File: src/hw/mfrsd_pkg.sv
package mfrsd_pkg;

   ////////////////////////////////////////
   // bus structures
   ////////////////////////////////////////

   // one cpu memory cycle as the cartridge sees it.
   typedef struct packed {
      logic [15:0] addr;
      logic [7:0]  wdata;
      logic        mreq;
      logic        wr;
      logic        rd;
   } cpu_bus_t;

   // request towards the external flash and ram.
   typedef struct packed {
      logic [22:0] flash_addr;
      logic [26:0] mem_addr;
      logic        flash_rq;
      logic        unmapped;
   } mem_req_t;

   ////////////////////////////////////////
   // register map
   ////////////////////////////////////////

   localparam logic [15:0] SUBSLOT_REG_ADDR = 16'hFFFF;

   localparam logic [15:0] CFG_REG_ADDR     = 16'h7FFC;
   localparam logic [15:0] OFFSET_LO_ADDR   = 16'h7FFD;
   localparam logic [15:0] OFFSET_HI_ADDR   = 16'h7FFE;
   localparam logic [15:0] MAPPER_REG_ADDR  = 16'h7FFF;

   // flash regions.
   localparam logic [22:0] ROM_FLASH_BASE   = 23'h010000;
   localparam logic [22:0] SD_FLASH_BASE    = 23'h700000;

   // sub-slot numbers of the two mappers.
   localparam logic [1:0]  ROM_SUBSLOT      = 2'd1;
   localparam logic [1:0]  SD_SUBSLOT       = 2'd3;

   ////////////////////////////////////////
   // spi timing
   ////////////////////////////////////////

   // clocks per sclk half period.
   localparam logic [3:0]  SPI_HALF_CLKS    = 4'd2;
   localparam logic [3:0]  SPI_BITS         = 4'd8;

endpackage

File: src/hw/slot_expander.sv
module slot_expander import mfrsd_pkg::*; (
   input  logic       clk,
   input  logic       reset,
   input  logic       slot_cs,
   input  cpu_bus_t   cpu,
   input  mem_req_t   rom_req,
   input  mem_req_t   sd_req,
   input  logic [7:0] rom_dout,
   input  logic [7:0] sd_dout,
   output logic       rom_cs,
   output logic       sd_cs,
   output mem_req_t   mem,
   output logic [7:0] rd_data,
   output logic       rd_en
);

   logic [7:0] subslot_reg;
   logic [1:0] page_sub;
   logic       ssr_hit;

   assign ssr_hit = slot_cs & (cpu.addr == SUBSLOT_REG_ADDR);

   always_ff @(posedge clk) begin
      if (reset) begin
         subslot_reg <= 8'h00;
      end else if (ssr_hit & cpu.mreq & cpu.wr) begin
         subslot_reg <= cpu.wdata;
      end
   end

   // two bits per 16 kB page, page 0 in the low bits.
   assign page_sub = subslot_reg[2 * cpu.addr[15:14] +: 2];

   assign rom_cs = slot_cs & ~ssr_hit & (page_sub == ROM_SUBSLOT);
   assign sd_cs  = slot_cs & ~ssr_hit & (page_sub == SD_SUBSLOT);

   always_comb begin
      if (rom_cs) begin
         mem = rom_req;
      end else if (sd_cs) begin
         mem = sd_req;
      end else begin
         // sub-slots 0 and 2 and the register itself.
         mem          = '0;
         mem.unmapped = slot_cs;
      end
   end

   always_comb begin
      if (ssr_hit) begin
         rd_data = ~subslot_reg;
      end else if (sd_cs) begin
         rd_data = sd_dout;
      end else if (rom_cs) begin
         rd_data = rom_dout;
      end else begin
         rd_data = 8'hFF;
      end
   end

   assign rd_en = slot_cs & cpu.mreq & cpu.rd & mem.unmapped;

endmodule

File: src/hw/rom_mapper.sv
module rom_mapper import mfrsd_pkg::*; (
   input  logic        clk,
   input  logic        reset,
   input  logic        cs,
   input  cpu_bus_t    cpu,
   input  logic [26:0] base_ram,
   output mem_req_t    req,
   output logic [7:0]  cfg_reg,
   output logic        scc_req,
   output logic        scc_plus
);

   logic [7:0]      mapper_reg;
   logic [7:0]      scc_mode;
   logic [9:0]      offset_reg;
   logic [3:0][7:0] bank;
   logic [3:0][7:0] scc_bank;
   logic            wr_cycle;
   logic [2:0]      page8k;
   logic [2:0]      page;
   logic            page16;
   logic            addr_valid;
   logic [15:0]     bank_value;
   logic [22:0]     flash_off;
   logic            en_scc;
   logic            en_scc_plus;
   logic            ram_seg2;
   logic            ram_seg3;

   assign wr_cycle = cs & cpu.mreq & cpu.wr;
   assign page8k   = cpu.addr[15:13] - 3'd2;

   ////////////////////////////////////////
   // control registers
   ////////////////////////////////////////

   always_ff @(posedge clk) begin
      if (reset) begin
         cfg_reg    <= 8'h03;
         mapper_reg <= 8'h00;
         offset_reg <= 10'd0;
         scc_mode   <= 8'h00;
      end else if (wr_cycle) begin
         case (cpu.addr)
            CFG_REG_ADDR: begin
               if (!cfg_reg[7])
                  cfg_reg <= cpu.wdata;
            end
            OFFSET_LO_ADDR: begin
               if (!mapper_reg[1])
                  offset_reg[7:0] <= cpu.wdata;
            end
            OFFSET_HI_ADDR: begin
               if (!mapper_reg[1])
                  offset_reg[9:8] <= cpu.wdata[1:0];
            end
            MAPPER_REG_ADDR: begin
               if (!mapper_reg[2])
                  mapper_reg <= cpu.wdata;
            end
            16'hBFFE, 16'hBFFF: begin
               // scc mode register, konami-scc only.
               if (mapper_reg[7:5] == 3'b000)
                  scc_mode <= cpu.wdata;
            end
            default: ;
         endcase
      end
   end

   ////////////////////////////////////////
   // bank registers
   ////////////////////////////////////////

   always_ff @(posedge clk) begin
      if (reset) begin
         bank     <= {8'd3, 8'd2, 8'd1, 8'd0};
         scc_bank <= {8'd3, 8'd2, 8'd1, 8'd0};
      end else if (wr_cycle & ~mapper_reg[1] & (page8k < 3'd4)) begin
         case (mapper_reg[7:5])
            3'b000: begin
               // konami-scc, bank select at 5000, 7000, 9000, b000.
               if (cpu.addr[12:11] == 2'b10) begin
                  scc_bank[page8k[1:0]] <= cpu.wdata;
                  bank[page8k[1:0]] <= mapper_reg[0] ? (cpu.wdata & 8'h3F) : cpu.wdata;
               end
            end
            3'b001: begin
               // konami, bit 3 keeps page 4000 fixed.
               if (!(mapper_reg[3] && cpu.addr < 16'h6000) &&
                   (cpu.addr[15:11] == 5'b01010 || cpu.addr[15:13] >= 3'b011)) begin
                  bank[page8k[1:0]] <= mapper_reg[0] ? (cpu.wdata & 8'h1F) : cpu.wdata;
               end
            end
            3'b010, 3'b011: begin
               bank[page8k[1:0]] <= cpu.wdata;
            end
            3'b100, 3'b101: begin
               // ascii8 at 6000, 6800, 7000 and 7800.
               if (cpu.addr[15:13] == 3'b011)
                  bank[cpu.addr[12:11]] <= cpu.wdata;
            end
            default: begin
               // ascii16 writes both 8 kB halves of a page.
               if (cpu.addr[15:11] == 5'b01100) begin
                  bank[0] <= {cpu.wdata[6:0], 1'b0};
                  bank[1] <= {cpu.wdata[6:0], 1'b1};
               end
               if (cpu.addr[15:11] == 5'b01110) begin
                  bank[2] <= {cpu.wdata[6:0], 1'b0};
                  bank[3] <= {cpu.wdata[6:0], 1'b1};
               end
            end
         endcase
      end
   end

   ////////////////////////////////////////
   // flash address
   ////////////////////////////////////////

   // 64 kB mode pages in 16 kB steps from 0000.
   assign page16     = (mapper_reg[7:6] == 2'b01);
   assign page       = page16 ? {1'b0, cpu.addr[15:14]} : page8k;
   assign addr_valid = (page < 3'd4);

   always_comb begin
      // cfg bit 4 redirects the first two banks to the boot area.
      if (cfg_reg[4] && page[1:0] == 2'd0 && bank[0] == 8'd0)
         bank_value = 16'h03FA;
      else if (cfg_reg[4] && page[1:0] == 2'd1 && bank[1] == 8'd1)
         bank_value = 16'h03FB;
      else
         bank_value = {8'h00, bank[page[1:0]]} + {6'd0, offset_reg};
   end

   assign flash_off = page16 ? 23'({bank_value, cpu.addr[13:0]})
                             : 23'({bank_value, cpu.addr[12:0]});

   always_comb begin
      req.flash_addr = ROM_FLASH_BASE + flash_off;
      req.mem_addr   = base_ram + {4'd0, req.flash_addr};
      req.flash_rq   = cs & addr_valid;
      req.unmapped   = cs & (~addr_valid | scc_req);
   end

   ////////////////////////////////////////
   // scc decode
   ////////////////////////////////////////

   assign en_scc      = ~scc_mode[5] & (scc_bank[2][5:0] == 6'h3F) &
                        (cpu.addr[15:11] == 5'b10011);
   assign en_scc_plus = scc_mode[5] & scc_bank[3][7] & (cpu.addr[15:8] == 8'hB8);

   // segments switched to ram take the writes instead of the scc.
   assign ram_seg2 = (scc_mode[5] & scc_mode[2]) | scc_mode[4];
   assign ram_seg3 = scc_mode[4];

   assign scc_req  = cs & cpu.mreq &
                     ((cpu.rd & (en_scc | en_scc_plus)) |
                      (cpu.wr & ((en_scc & ~ram_seg2) | (en_scc_plus & ~ram_seg3))));
   assign scc_plus = cs & en_scc_plus;

   // a locked mapper register keeps its value.
   a_mapper_lock: assert property (@(posedge clk) disable iff (reset)
      mapper_reg[2] |=> $stable(mapper_reg));

endmodule

File: src/hw/sd_mapper.sv
module sd_mapper import mfrsd_pkg::*; (
   input  logic        clk,
   input  logic        reset,
   input  logic        cs,
   input  cpu_bus_t    cpu,
   input  logic [26:0] base_ram,
   input  logic [7:0]  cfg_reg,
   input  logic [7:0]  rx_byte,
   output mem_req_t    req,
   output logic [7:0]  dout,
   output logic        tx_start,
   output logic        rx_start,
   output logic [7:0]  tx_byte,
   output logic        sd_cs_n
);

   logic [3:0][7:0] bank;
   logic [1:0]      page;
   logic            mem_valid;
   logic            card_en;
   logic            card_rd;
   logic            old_rd;
   logic            old_wr;
   logic            rd_rise;
   logic            wr_rise;
   logic            select_sd;

   // bank registers at 6000, 6800, 7000 and 7800.
   always_ff @(posedge clk) begin
      if (reset) begin
         bank <= {8'd3, 8'd2, 8'd1, 8'd0};
      end else if (cs & cpu.mreq & cpu.wr & (cpu.addr[15:13] == 3'b011)) begin
         bank[cpu.addr[12:11]] <= cpu.wdata;
      end
   end

   // 4000-bfff only, 8 kB per bank.
   assign page      = {cpu.addr[15], cpu.addr[13]};
   assign mem_valid = cpu.addr[15] ^ cpu.addr[14];

   always_comb begin
      req.flash_addr = SD_FLASH_BASE + {3'd0, bank[page][6:0], cpu.addr[12:0]};
      req.mem_addr   = base_ram + {4'd0, req.flash_addr};
      req.flash_rq   = cs & mem_valid & cfg_reg[0];
      req.unmapped   = cs & (~mem_valid | card_rd);
   end

   ////////////////////////////////////////
   // card window
   ////////////////////////////////////////

   assign card_en = cs & (bank[0][7:6] == 2'b01) & (cpu.addr[15:13] == 3'b010);
   assign card_rd = card_en & cpu.mreq & cpu.rd;
   assign dout    = (card_rd & ~cpu.addr[12]) ? rx_byte : 8'hFF;

   assign rd_rise = cpu.mreq & cpu.rd & ~old_rd;
   assign wr_rise = cpu.mreq & cpu.wr & ~old_wr;

   always_ff @(posedge clk) begin
      if (reset) begin
         old_rd    <= 1'b0;
         old_wr    <= 1'b0;
         select_sd <= 1'b1;
         tx_start  <= 1'b0;
         rx_start  <= 1'b0;
      end else begin
         old_rd   <= cpu.mreq & cpu.rd;
         old_wr   <= cpu.mreq & cpu.wr;
         tx_start <= wr_rise & card_en & ~cpu.addr[12] & ~select_sd;
         rx_start <= rd_rise & card_en & ~cpu.addr[12] & ~select_sd;
         // 5800-5fff holds the card select.
         if (wr_rise & card_en & (cpu.addr[12:11] == 2'b11))
            select_sd <= cpu.wdata[0];
      end
   end

   always_ff @(posedge clk) begin
      if (wr_rise)
         tx_byte <= cpu.wdata;
   end

   assign sd_cs_n = select_sd;

   a_one_strobe: assert property (@(posedge clk) disable iff (reset) !(tx_start && rx_start));

endmodule

File: src/hw/spi_ctrl.sv
module spi_ctrl (
   input  logic       clk,
   input  logic       reset,
   input  logic       tx_start,
   input  logic       rx_start,
   input  logic [7:0] tx_byte,
   input  logic       tick,
   input  logic       last_bit,
   output logic       run,
   output logic [7:0] rx_byte,
   output logic       sd_sclk,
   output logic       sd_mosi,
   input  logic       sd_miso
);

   typedef enum logic [1:0] {IDLE, LOW, HIGH} spi_state_t;

   spi_state_t state;
   logic [7:0] shreg;
   logic       miso_bit;

   always_ff @(posedge clk) begin
      if (reset) begin
         state   <= IDLE;
         sd_sclk <= 1'b0;
      end else begin
         case (state)
            IDLE: begin
               // strobes only count here, busy ones are lost.
               if (tx_start | rx_start)
                  state <= LOW;
            end
            LOW: begin
               if (tick) begin
                  state   <= HIGH;
                  sd_sclk <= 1'b1;
               end
            end
            HIGH: begin
               if (tick) begin
                  state   <= last_bit ? IDLE : LOW;
                  sd_sclk <= 1'b0;
               end
            end
            default: state <= IDLE;
         endcase
      end
   end

   // sample on the rising edge, shift on the falling edge.
   always_ff @(posedge clk) begin
      if (state == IDLE) begin
         if (tx_start)
            shreg <= tx_byte;
         else if (rx_start)
            shreg <= 8'hFF;
      end else if (tick && state == LOW) begin
         miso_bit <= sd_miso;
      end else if (tick) begin
         shreg <= {shreg[6:0], miso_bit};
         if (last_bit)
            rx_byte <= {shreg[6:0], miso_bit};
      end
   end

   assign run     = (state != IDLE);
   assign sd_mosi = (state == IDLE) | shreg[7];

   a_sclk_idle: assert property (@(posedge clk) disable iff (reset) state == IDLE |-> !sd_sclk);

endmodule

File: src/hw/spi_bit_timer.sv
module spi_bit_timer import mfrsd_pkg::*; (
   input  logic clk,
   input  logic reset,
   input  logic run,
   output logic tick,
   output logic last_bit
);

   logic [3:0] clk_cnt;
   logic [4:0] half_cnt;

   assign tick = run & (clk_cnt == SPI_HALF_CLKS - 4'd1);

   // half periods count from 0, the last one is the final high phase.
   assign last_bit = run & (half_cnt == {SPI_BITS, 1'b0} - 5'd1);

   always_ff @(posedge clk) begin
      if (reset || !run) begin
         clk_cnt  <= '0;
         half_cnt <= '0;
      end else if (tick) begin
         clk_cnt  <= '0;
         half_cnt <= half_cnt + 5'd1;
      end else begin
         clk_cnt <= clk_cnt + 4'd1;
      end
   end

endmodule

File: src/hw/mfrsd_cart.sv
module mfrsd_cart import mfrsd_pkg::*; (
   input  logic        clk,
   input  logic        reset,
   input  cpu_bus_t    cpu,
   input  logic        slot_cs,
   input  logic [26:0] base_ram,
   output mem_req_t    mem,
   output logic [7:0]  rd_data,
   output logic        rd_en,
   output logic        scc_req,
   output logic        scc_plus,
   output logic        sd_sclk,
   output logic        sd_mosi,
   output logic        sd_cs_n,
   input  logic        sd_miso
);

   logic       rom_cs;
   logic       sd_cs;
   mem_req_t   rom_req;
   mem_req_t   sd_req;
   logic [7:0] sd_dout;
   logic [7:0] cfg_reg;
   logic       tx_start;
   logic       rx_start;
   logic [7:0] tx_byte;
   logic [7:0] rx_byte;
   logic       run;
   logic       tick;
   logic       last_bit;

   // rom reads come from flash, so its internal data is idle.
   slot_expander slot_expander_inst (.rom_dout(8'hFF), .*);

   rom_mapper rom_mapper_inst (.cs(rom_cs), .req(rom_req), .*);

   sd_mapper sd_mapper_inst (.cs(sd_cs), .req(sd_req), .dout(sd_dout), .*);

   spi_ctrl spi_ctrl_inst (.*);

   spi_bit_timer spi_bit_timer_inst (.*);

endmodule

File: config.mk
export PLATFORM = sky130hd
export DESIGN_NAME = mfrsd_cart
export DESIGN_NICKNAME = d
export VERILOG_FILES = /design/src/hw/mfrsd_pkg.sv /design/src/hw/slot_expander.sv /design/src/hw/rom_mapper.sv /design/src/hw/sd_mapper.sv /design/src/hw/spi_ctrl.sv /design/src/hw/spi_bit_timer.sv /design/src/hw/mfrsd_cart.sv
export SDC_FILE = /design/constraint.sdc
export NUM_CORES = 1
export LEC_CHECK = 0
export BUFFER_PORTS_ARGS = -buffer_cell sky130_fd_sc_hd__buf_2
export CORE_ASPECT_RATIO = 0.8
export CORE_MARGIN = 1
export CORE_UTILIZATION = 35
export DETAILED_ROUTE_END_ITERATION = 8
export SETUP_SLACK_MARGIN = 0.2
export SYNTH_ARGS = -nofsm -noshare
export SYNTH_HDL_FRONTEND = slang
export SYNTH_SLANG_ARGS = --single-unit
File: constraint.sdc
create_clock -name clk -period 8.5 [get_ports clk]
set_input_delay 1.275 -clock clk [delete_from_list [all_inputs] [get_ports clk]]
set_output_delay 1.275 -clock clk [all_outputs]
set_load 0.05 [all_outputs]
Yosys cells after proc, flatten, opt, wreduce, memory -nomap -nowiden. Cells that the tools add are included.

$add $sub $neg: 8. Bitwise gates (word level): 75. Mux-type cells: 46. Shift operators: 1. Eq/ne operators: 40. Magnitude comparators: 10. Reductions and logical operators: 41.

Operator list (count): $bwmux 32 (6); $pmux 32 s4 (1); $mux 8 (14); $mux 52 (2); $mux 32 (3); $eq 16x15->1 const B (4); $add 27x23->27 (2); $and 1x1->1 (50); $eq 16x16->1 const B (3); $bmux 8 s2 (2); $demux 8 s2 (2); $mux 16 (2); $reduce_and 3->1 (9); $add 17x23->23 const A (1); $mux 23 (1); $add 21x21->22 const A (1); $eq 5x4->1 const B (4); $mux 10 (2); $lt 16x15->1 const B (1); $not 1->1 (15); $eq 3x2->1 const B (4); $lt 2x3->1 const B (4); $ne 2x1->1 const B (6); $add 8x10->10 (1); other kinds (39) (81).

Flip-flop bits (word level): 178. Logic and storage cells: 254. Bits of input ports: 58. Output and inout bits: 66.

Longest topological paths before layout.
Depth after elaboration: 14. Depth in mapped cells: 24. Gate-level depth less buffers: 22.

Modules after synthesis. A second synthesis with hierarchy kept.

Cells, all modules: 1466. Area, all modules: 11409.7 um^2.

Modules (own cells, without submodules): rom_mapper (area each 5734.2 um^2, sequential area each 1321.3 um^2, cells an instance 753, times used 1); sd_mapper (area each 3055.4 um^2, sequential area each 920.9 um^2, cells an instance 348, times used 1); slot_expander (area each 1362.6 um^2, sequential area each 160.2 um^2, cells an instance 255, times used 1); spi_ctrl (area each 827.0 um^2, sequential area each 570.5 um^2, cells an instance 63, times used 1); spi_bit_timer (area each 426.7 um^2, sequential area each 180.2 um^2, cells an instance 46, times used 1); mfrsd_cart (area each 3.8 um^2, sequential area each 0.0 um^2, cells an instance 1, times used 1).

Worst setup path after synthesis. Ideal clock, no wire load.

Kind: input port to output port. Start point: in cpu[26] (netlist name). End point: out mem[28] (netlist name). Stages on the path: 20. Required time: 7.225 ns. Slack: 0.602 ns. Arrival time: 6.623 ns. Buffers on the path: 2. Path through: buf_2 -> nand3b_1 -> a21boi_1 -> buf_6 -> mux4_2 -> ha_1 -> a211o_1 -> a21o_1 -> a2111oi_0 -> o21bai_1 -> and3_1 -> a211oi_2 -> xor2_1 -> ha_1 -> a2111oi_0 -> o221ai_1 -> nand2_1 -> o2bb2ai_1 -> and3_1 -> nor3_1.

RTL lines: start, declared (line mfrsd_cart.sv:4) `input cpu_bus_t cpu,`; end, declared (line mfrsd_cart.sv:7) `output mem_req_t mem,`.

==> results.yml <==
logic_synthesis:
  synth_warnings: 0
  synth_ff_type: "dfxtp_1"
  ys_seq_area_share_pct: 31.7
  synth_top_cell_area_share_pct: 23.9
  synth_area_um2: 9620
  ys_top_cells_by_count: "158 x nor2_1, 115 x dfxtp_1, 97 x nand2_1"
  syn-num-nets: 1276
  synth_most_common_cell: "nor2_1"
  ys_types: 88
  avgSynthCellArea_um2: 8.23
  synthArstFlopShare_pct: 0
  synth_edf_count: 25
  synthCells: 1169
  yosys.area.top_type: "dfxtp_1"
  ys_top_cells_by_area: "dfxtp_1 24%, edfxtp_1 7.8%, nor2_1 6.2%"
  ys_ff_latch: 140
job:
  cap_violations: 0
cts:
  clk_latency_ns: 0.44
  cts.path.max_buffers: 2
  path_clk_slew_ns: 0.07
  hold_buffers: 0
  htreeDepth: 4
  cts.sinks: 140
  cts_made_buffers: 17
  cts_root_buffer: "clkbuf_16"
  cts_tree: "built"
sta:
  finClkSkew_ns: 0.0101
  final_hold_viol_count: 0
  fin_crit_sh_pct: 93.6
  rsz0062_at_grt: "no"
  tns_ns: 0
  tightest_slew_ns: 0.996
  slew_headroom_pct: 33.6
  setup_viol: 0
  period_needed_ns: 7.96
  fmax_mhz: 126
  slew_violations: 0
worst_hold_path:
  hp-class: "reg -> reg"
setup_path:
  path_cells: "buf_2 -> nand3b_1 -> a21boi_4 -> mux4_2 -> ha_1 -> a211o_1 -> a21o_1 -> a2111oi_0 -> o21bai_1 -> and3_1 -> a211oi_2 -> xor2_1 -> ha_1 -> a2111oi_0 -> o221ai_1 -> nand2_1 -> o2bb2ai_1 -> and3_1 -> nor3_1 -> buf_2"
  crit_slowest_cell: "mux4_2"
  crit_type: "in -> out"
  worstPathRequired_ns: 7.22
  cp-end-kind: "primary output"
  start_kind: "input port"
  critPathTopFamily: "compound AO/OA/AOI/OAI gates"
  max_stage_delay_ns: 0.58
  path_buf_inv: 2
  crit_fanout: 9
  arrival_ns: 6.68
route:
  wire_per_inst_um: 19.0
  vias_per_cell: 5.75
  firstDrtPassIters: 6
  detail-route-antenna-nets: 0
  routed_wl_um: 30900
  drt_iter0_drc: 935
  drc_errors: 0
  vias: 9354
grt:
  grt_pass1_wl_um: 48200
  grt_usage_pct: 22.0
  grt_pass1_vias: 8408
  grt-ovfl-total: 0
  grt_max_degree: 90
  antenna_found_initial: 1
cells_and_area:
  multi_input_area_um2: 6160
  nNetsFinal: 1365
  largest_reg_flops: 32
  diodes: 0
  seq_area_um2: 3050
  fin_cells: 1628
  syn_to_final_growth_pct: 15.5
  drive_above_1_share_pct: 17.5
  fillers: 2734
power:
  leakage_nw: 4.52
  powerDensity_nw_per_um2: 144
  peakVddDrop_v: 0.000136
run_status:
  outcome: "finished clean"
placement:
  placed_cells: 1596
  port_buffers: 123
  routabilityCongestion: 0.927
  dpl.hpwl_um: 22300
die:
  rows: 53
  coreArea_um2: 26700
  die_y_um: 150
  die_w_um: 187
  pin_count: 124
  start_util_pct: 36.1
  dieArea_um2: 28200
[cells by family after synthesis]
kind of cell	count (synthesis)	synth area share, %
and+or+nand+nor	450	22.7
AOI/OAI and AO/OA	314	21.7
DFF	140	31.7
buffers and inverters	109	4.60
muxes	67	9.04
adders and majority gates	49	6.53
xor gates and xnor gates	40	3.64
[layer usage]
layer	track usage [%]	share of wire, %	up-vias
li1	-	-	4467
met1	31.9	48	4409
met4	6.42	2.0	0
met3	5.22	9.0	42
met2	32.1	41	436
met5	0	0	-
[worst register-to-register path: cells and delay by family (launching register included)]
family	cells	cell delay [ns]
DFF	1	0.33
and+or+nand+nor	1	0.48
AOI/OAI and AO/OA	4	2.18
muxes	2	0.84
[placed cells by master, fill, tap and decap left out, drive strengths merged, types with 6 or more instances in the layout]
master     n
nor2     160
buf      141
dfxtp    115
nand2     97
a21oi     93
o21ai     48
ha        47
nand3     47
mux2i     46
inv       45
edfxtp    25
xnor2     21
and3      20
a31oi     20
a21o      20
and2      19
xor2      19
clkbuf    18
a22oi     17
nor3      17
mux4      15
nand4     13
nor2b     13
nand2b    12
o22ai     12
o21a      12
o211ai    12
a211oi    10
or3        9
nor3b      8
o2bb2ai    8
nor4       7
a2111oi    7
mux2       6
nor4b      6
[repair_timing]
| item | in CTS | in global routing |
|---|---|---|
| setup buffers | 0 | 0 |
| resized for setup | 1 | 3 |
| endpoints found under the setup margin | 2 | 4 |
[where the power goes]
group | switching (mW) | internal (mW) | leakage [nW]
Sequential | 0.000932 | 0.676 | 1.14
Clock | 0.332 | 0.385 | 0.268
Combinational | 0.132 | 0.0718 | 3.10
Total | 0.464 | 1.13 | 4.52
[layout make-up]
| class | count | share of cell area (%) |
|---|---|---|
| Timing Repair Buffer | 141 | 6.75 |
| Clock inverter | 14 | 1.17 |
| Sequential cell | 140 | 27.5 |
| Clock buffer | 18 | 3.86 |
| Multi-Input combinational cell | 920 | 55.4 |
| Tap cell | 357 | 4.02 |
| Inverter | 38 | 1.28 |
[per-stage QoR]
step	setup WS, ns	hold slack [ns]	total power, mW	cell area [um2]	util, %
3_5_place_dp	0.0362	0.403	0.890	10500	39.5
6_report	0.542	0.435	1.60	11100	41.7
5_1_grt	0.189	0.437	1.65	11100	41.7
4_1_cts	0.372	0.430	1.60	11100	41.6
3_3_place_gp	0.314	0.414	0.889	10500	39.5
2_1_floorplan	0.602	0.375	0.824	9620	-
[worst paths after layout]
path	start	end	slack, ns	cells past startpoint
min reg2reg	sd_mapper_inst.old_rd	sd_mapper_inst.rx_start	0.44	1
max reg2reg	slot_expander_inst.subslot_reg[7]	rom_mapper_inst.bank[8]	4.55	7
max	cpu[26]	mem[28]	0.54	20
min	sd_mapper_inst.old_rd	sd_mapper_inst.rx_start	0.44	1
Power figures use the tool's default switching activity.
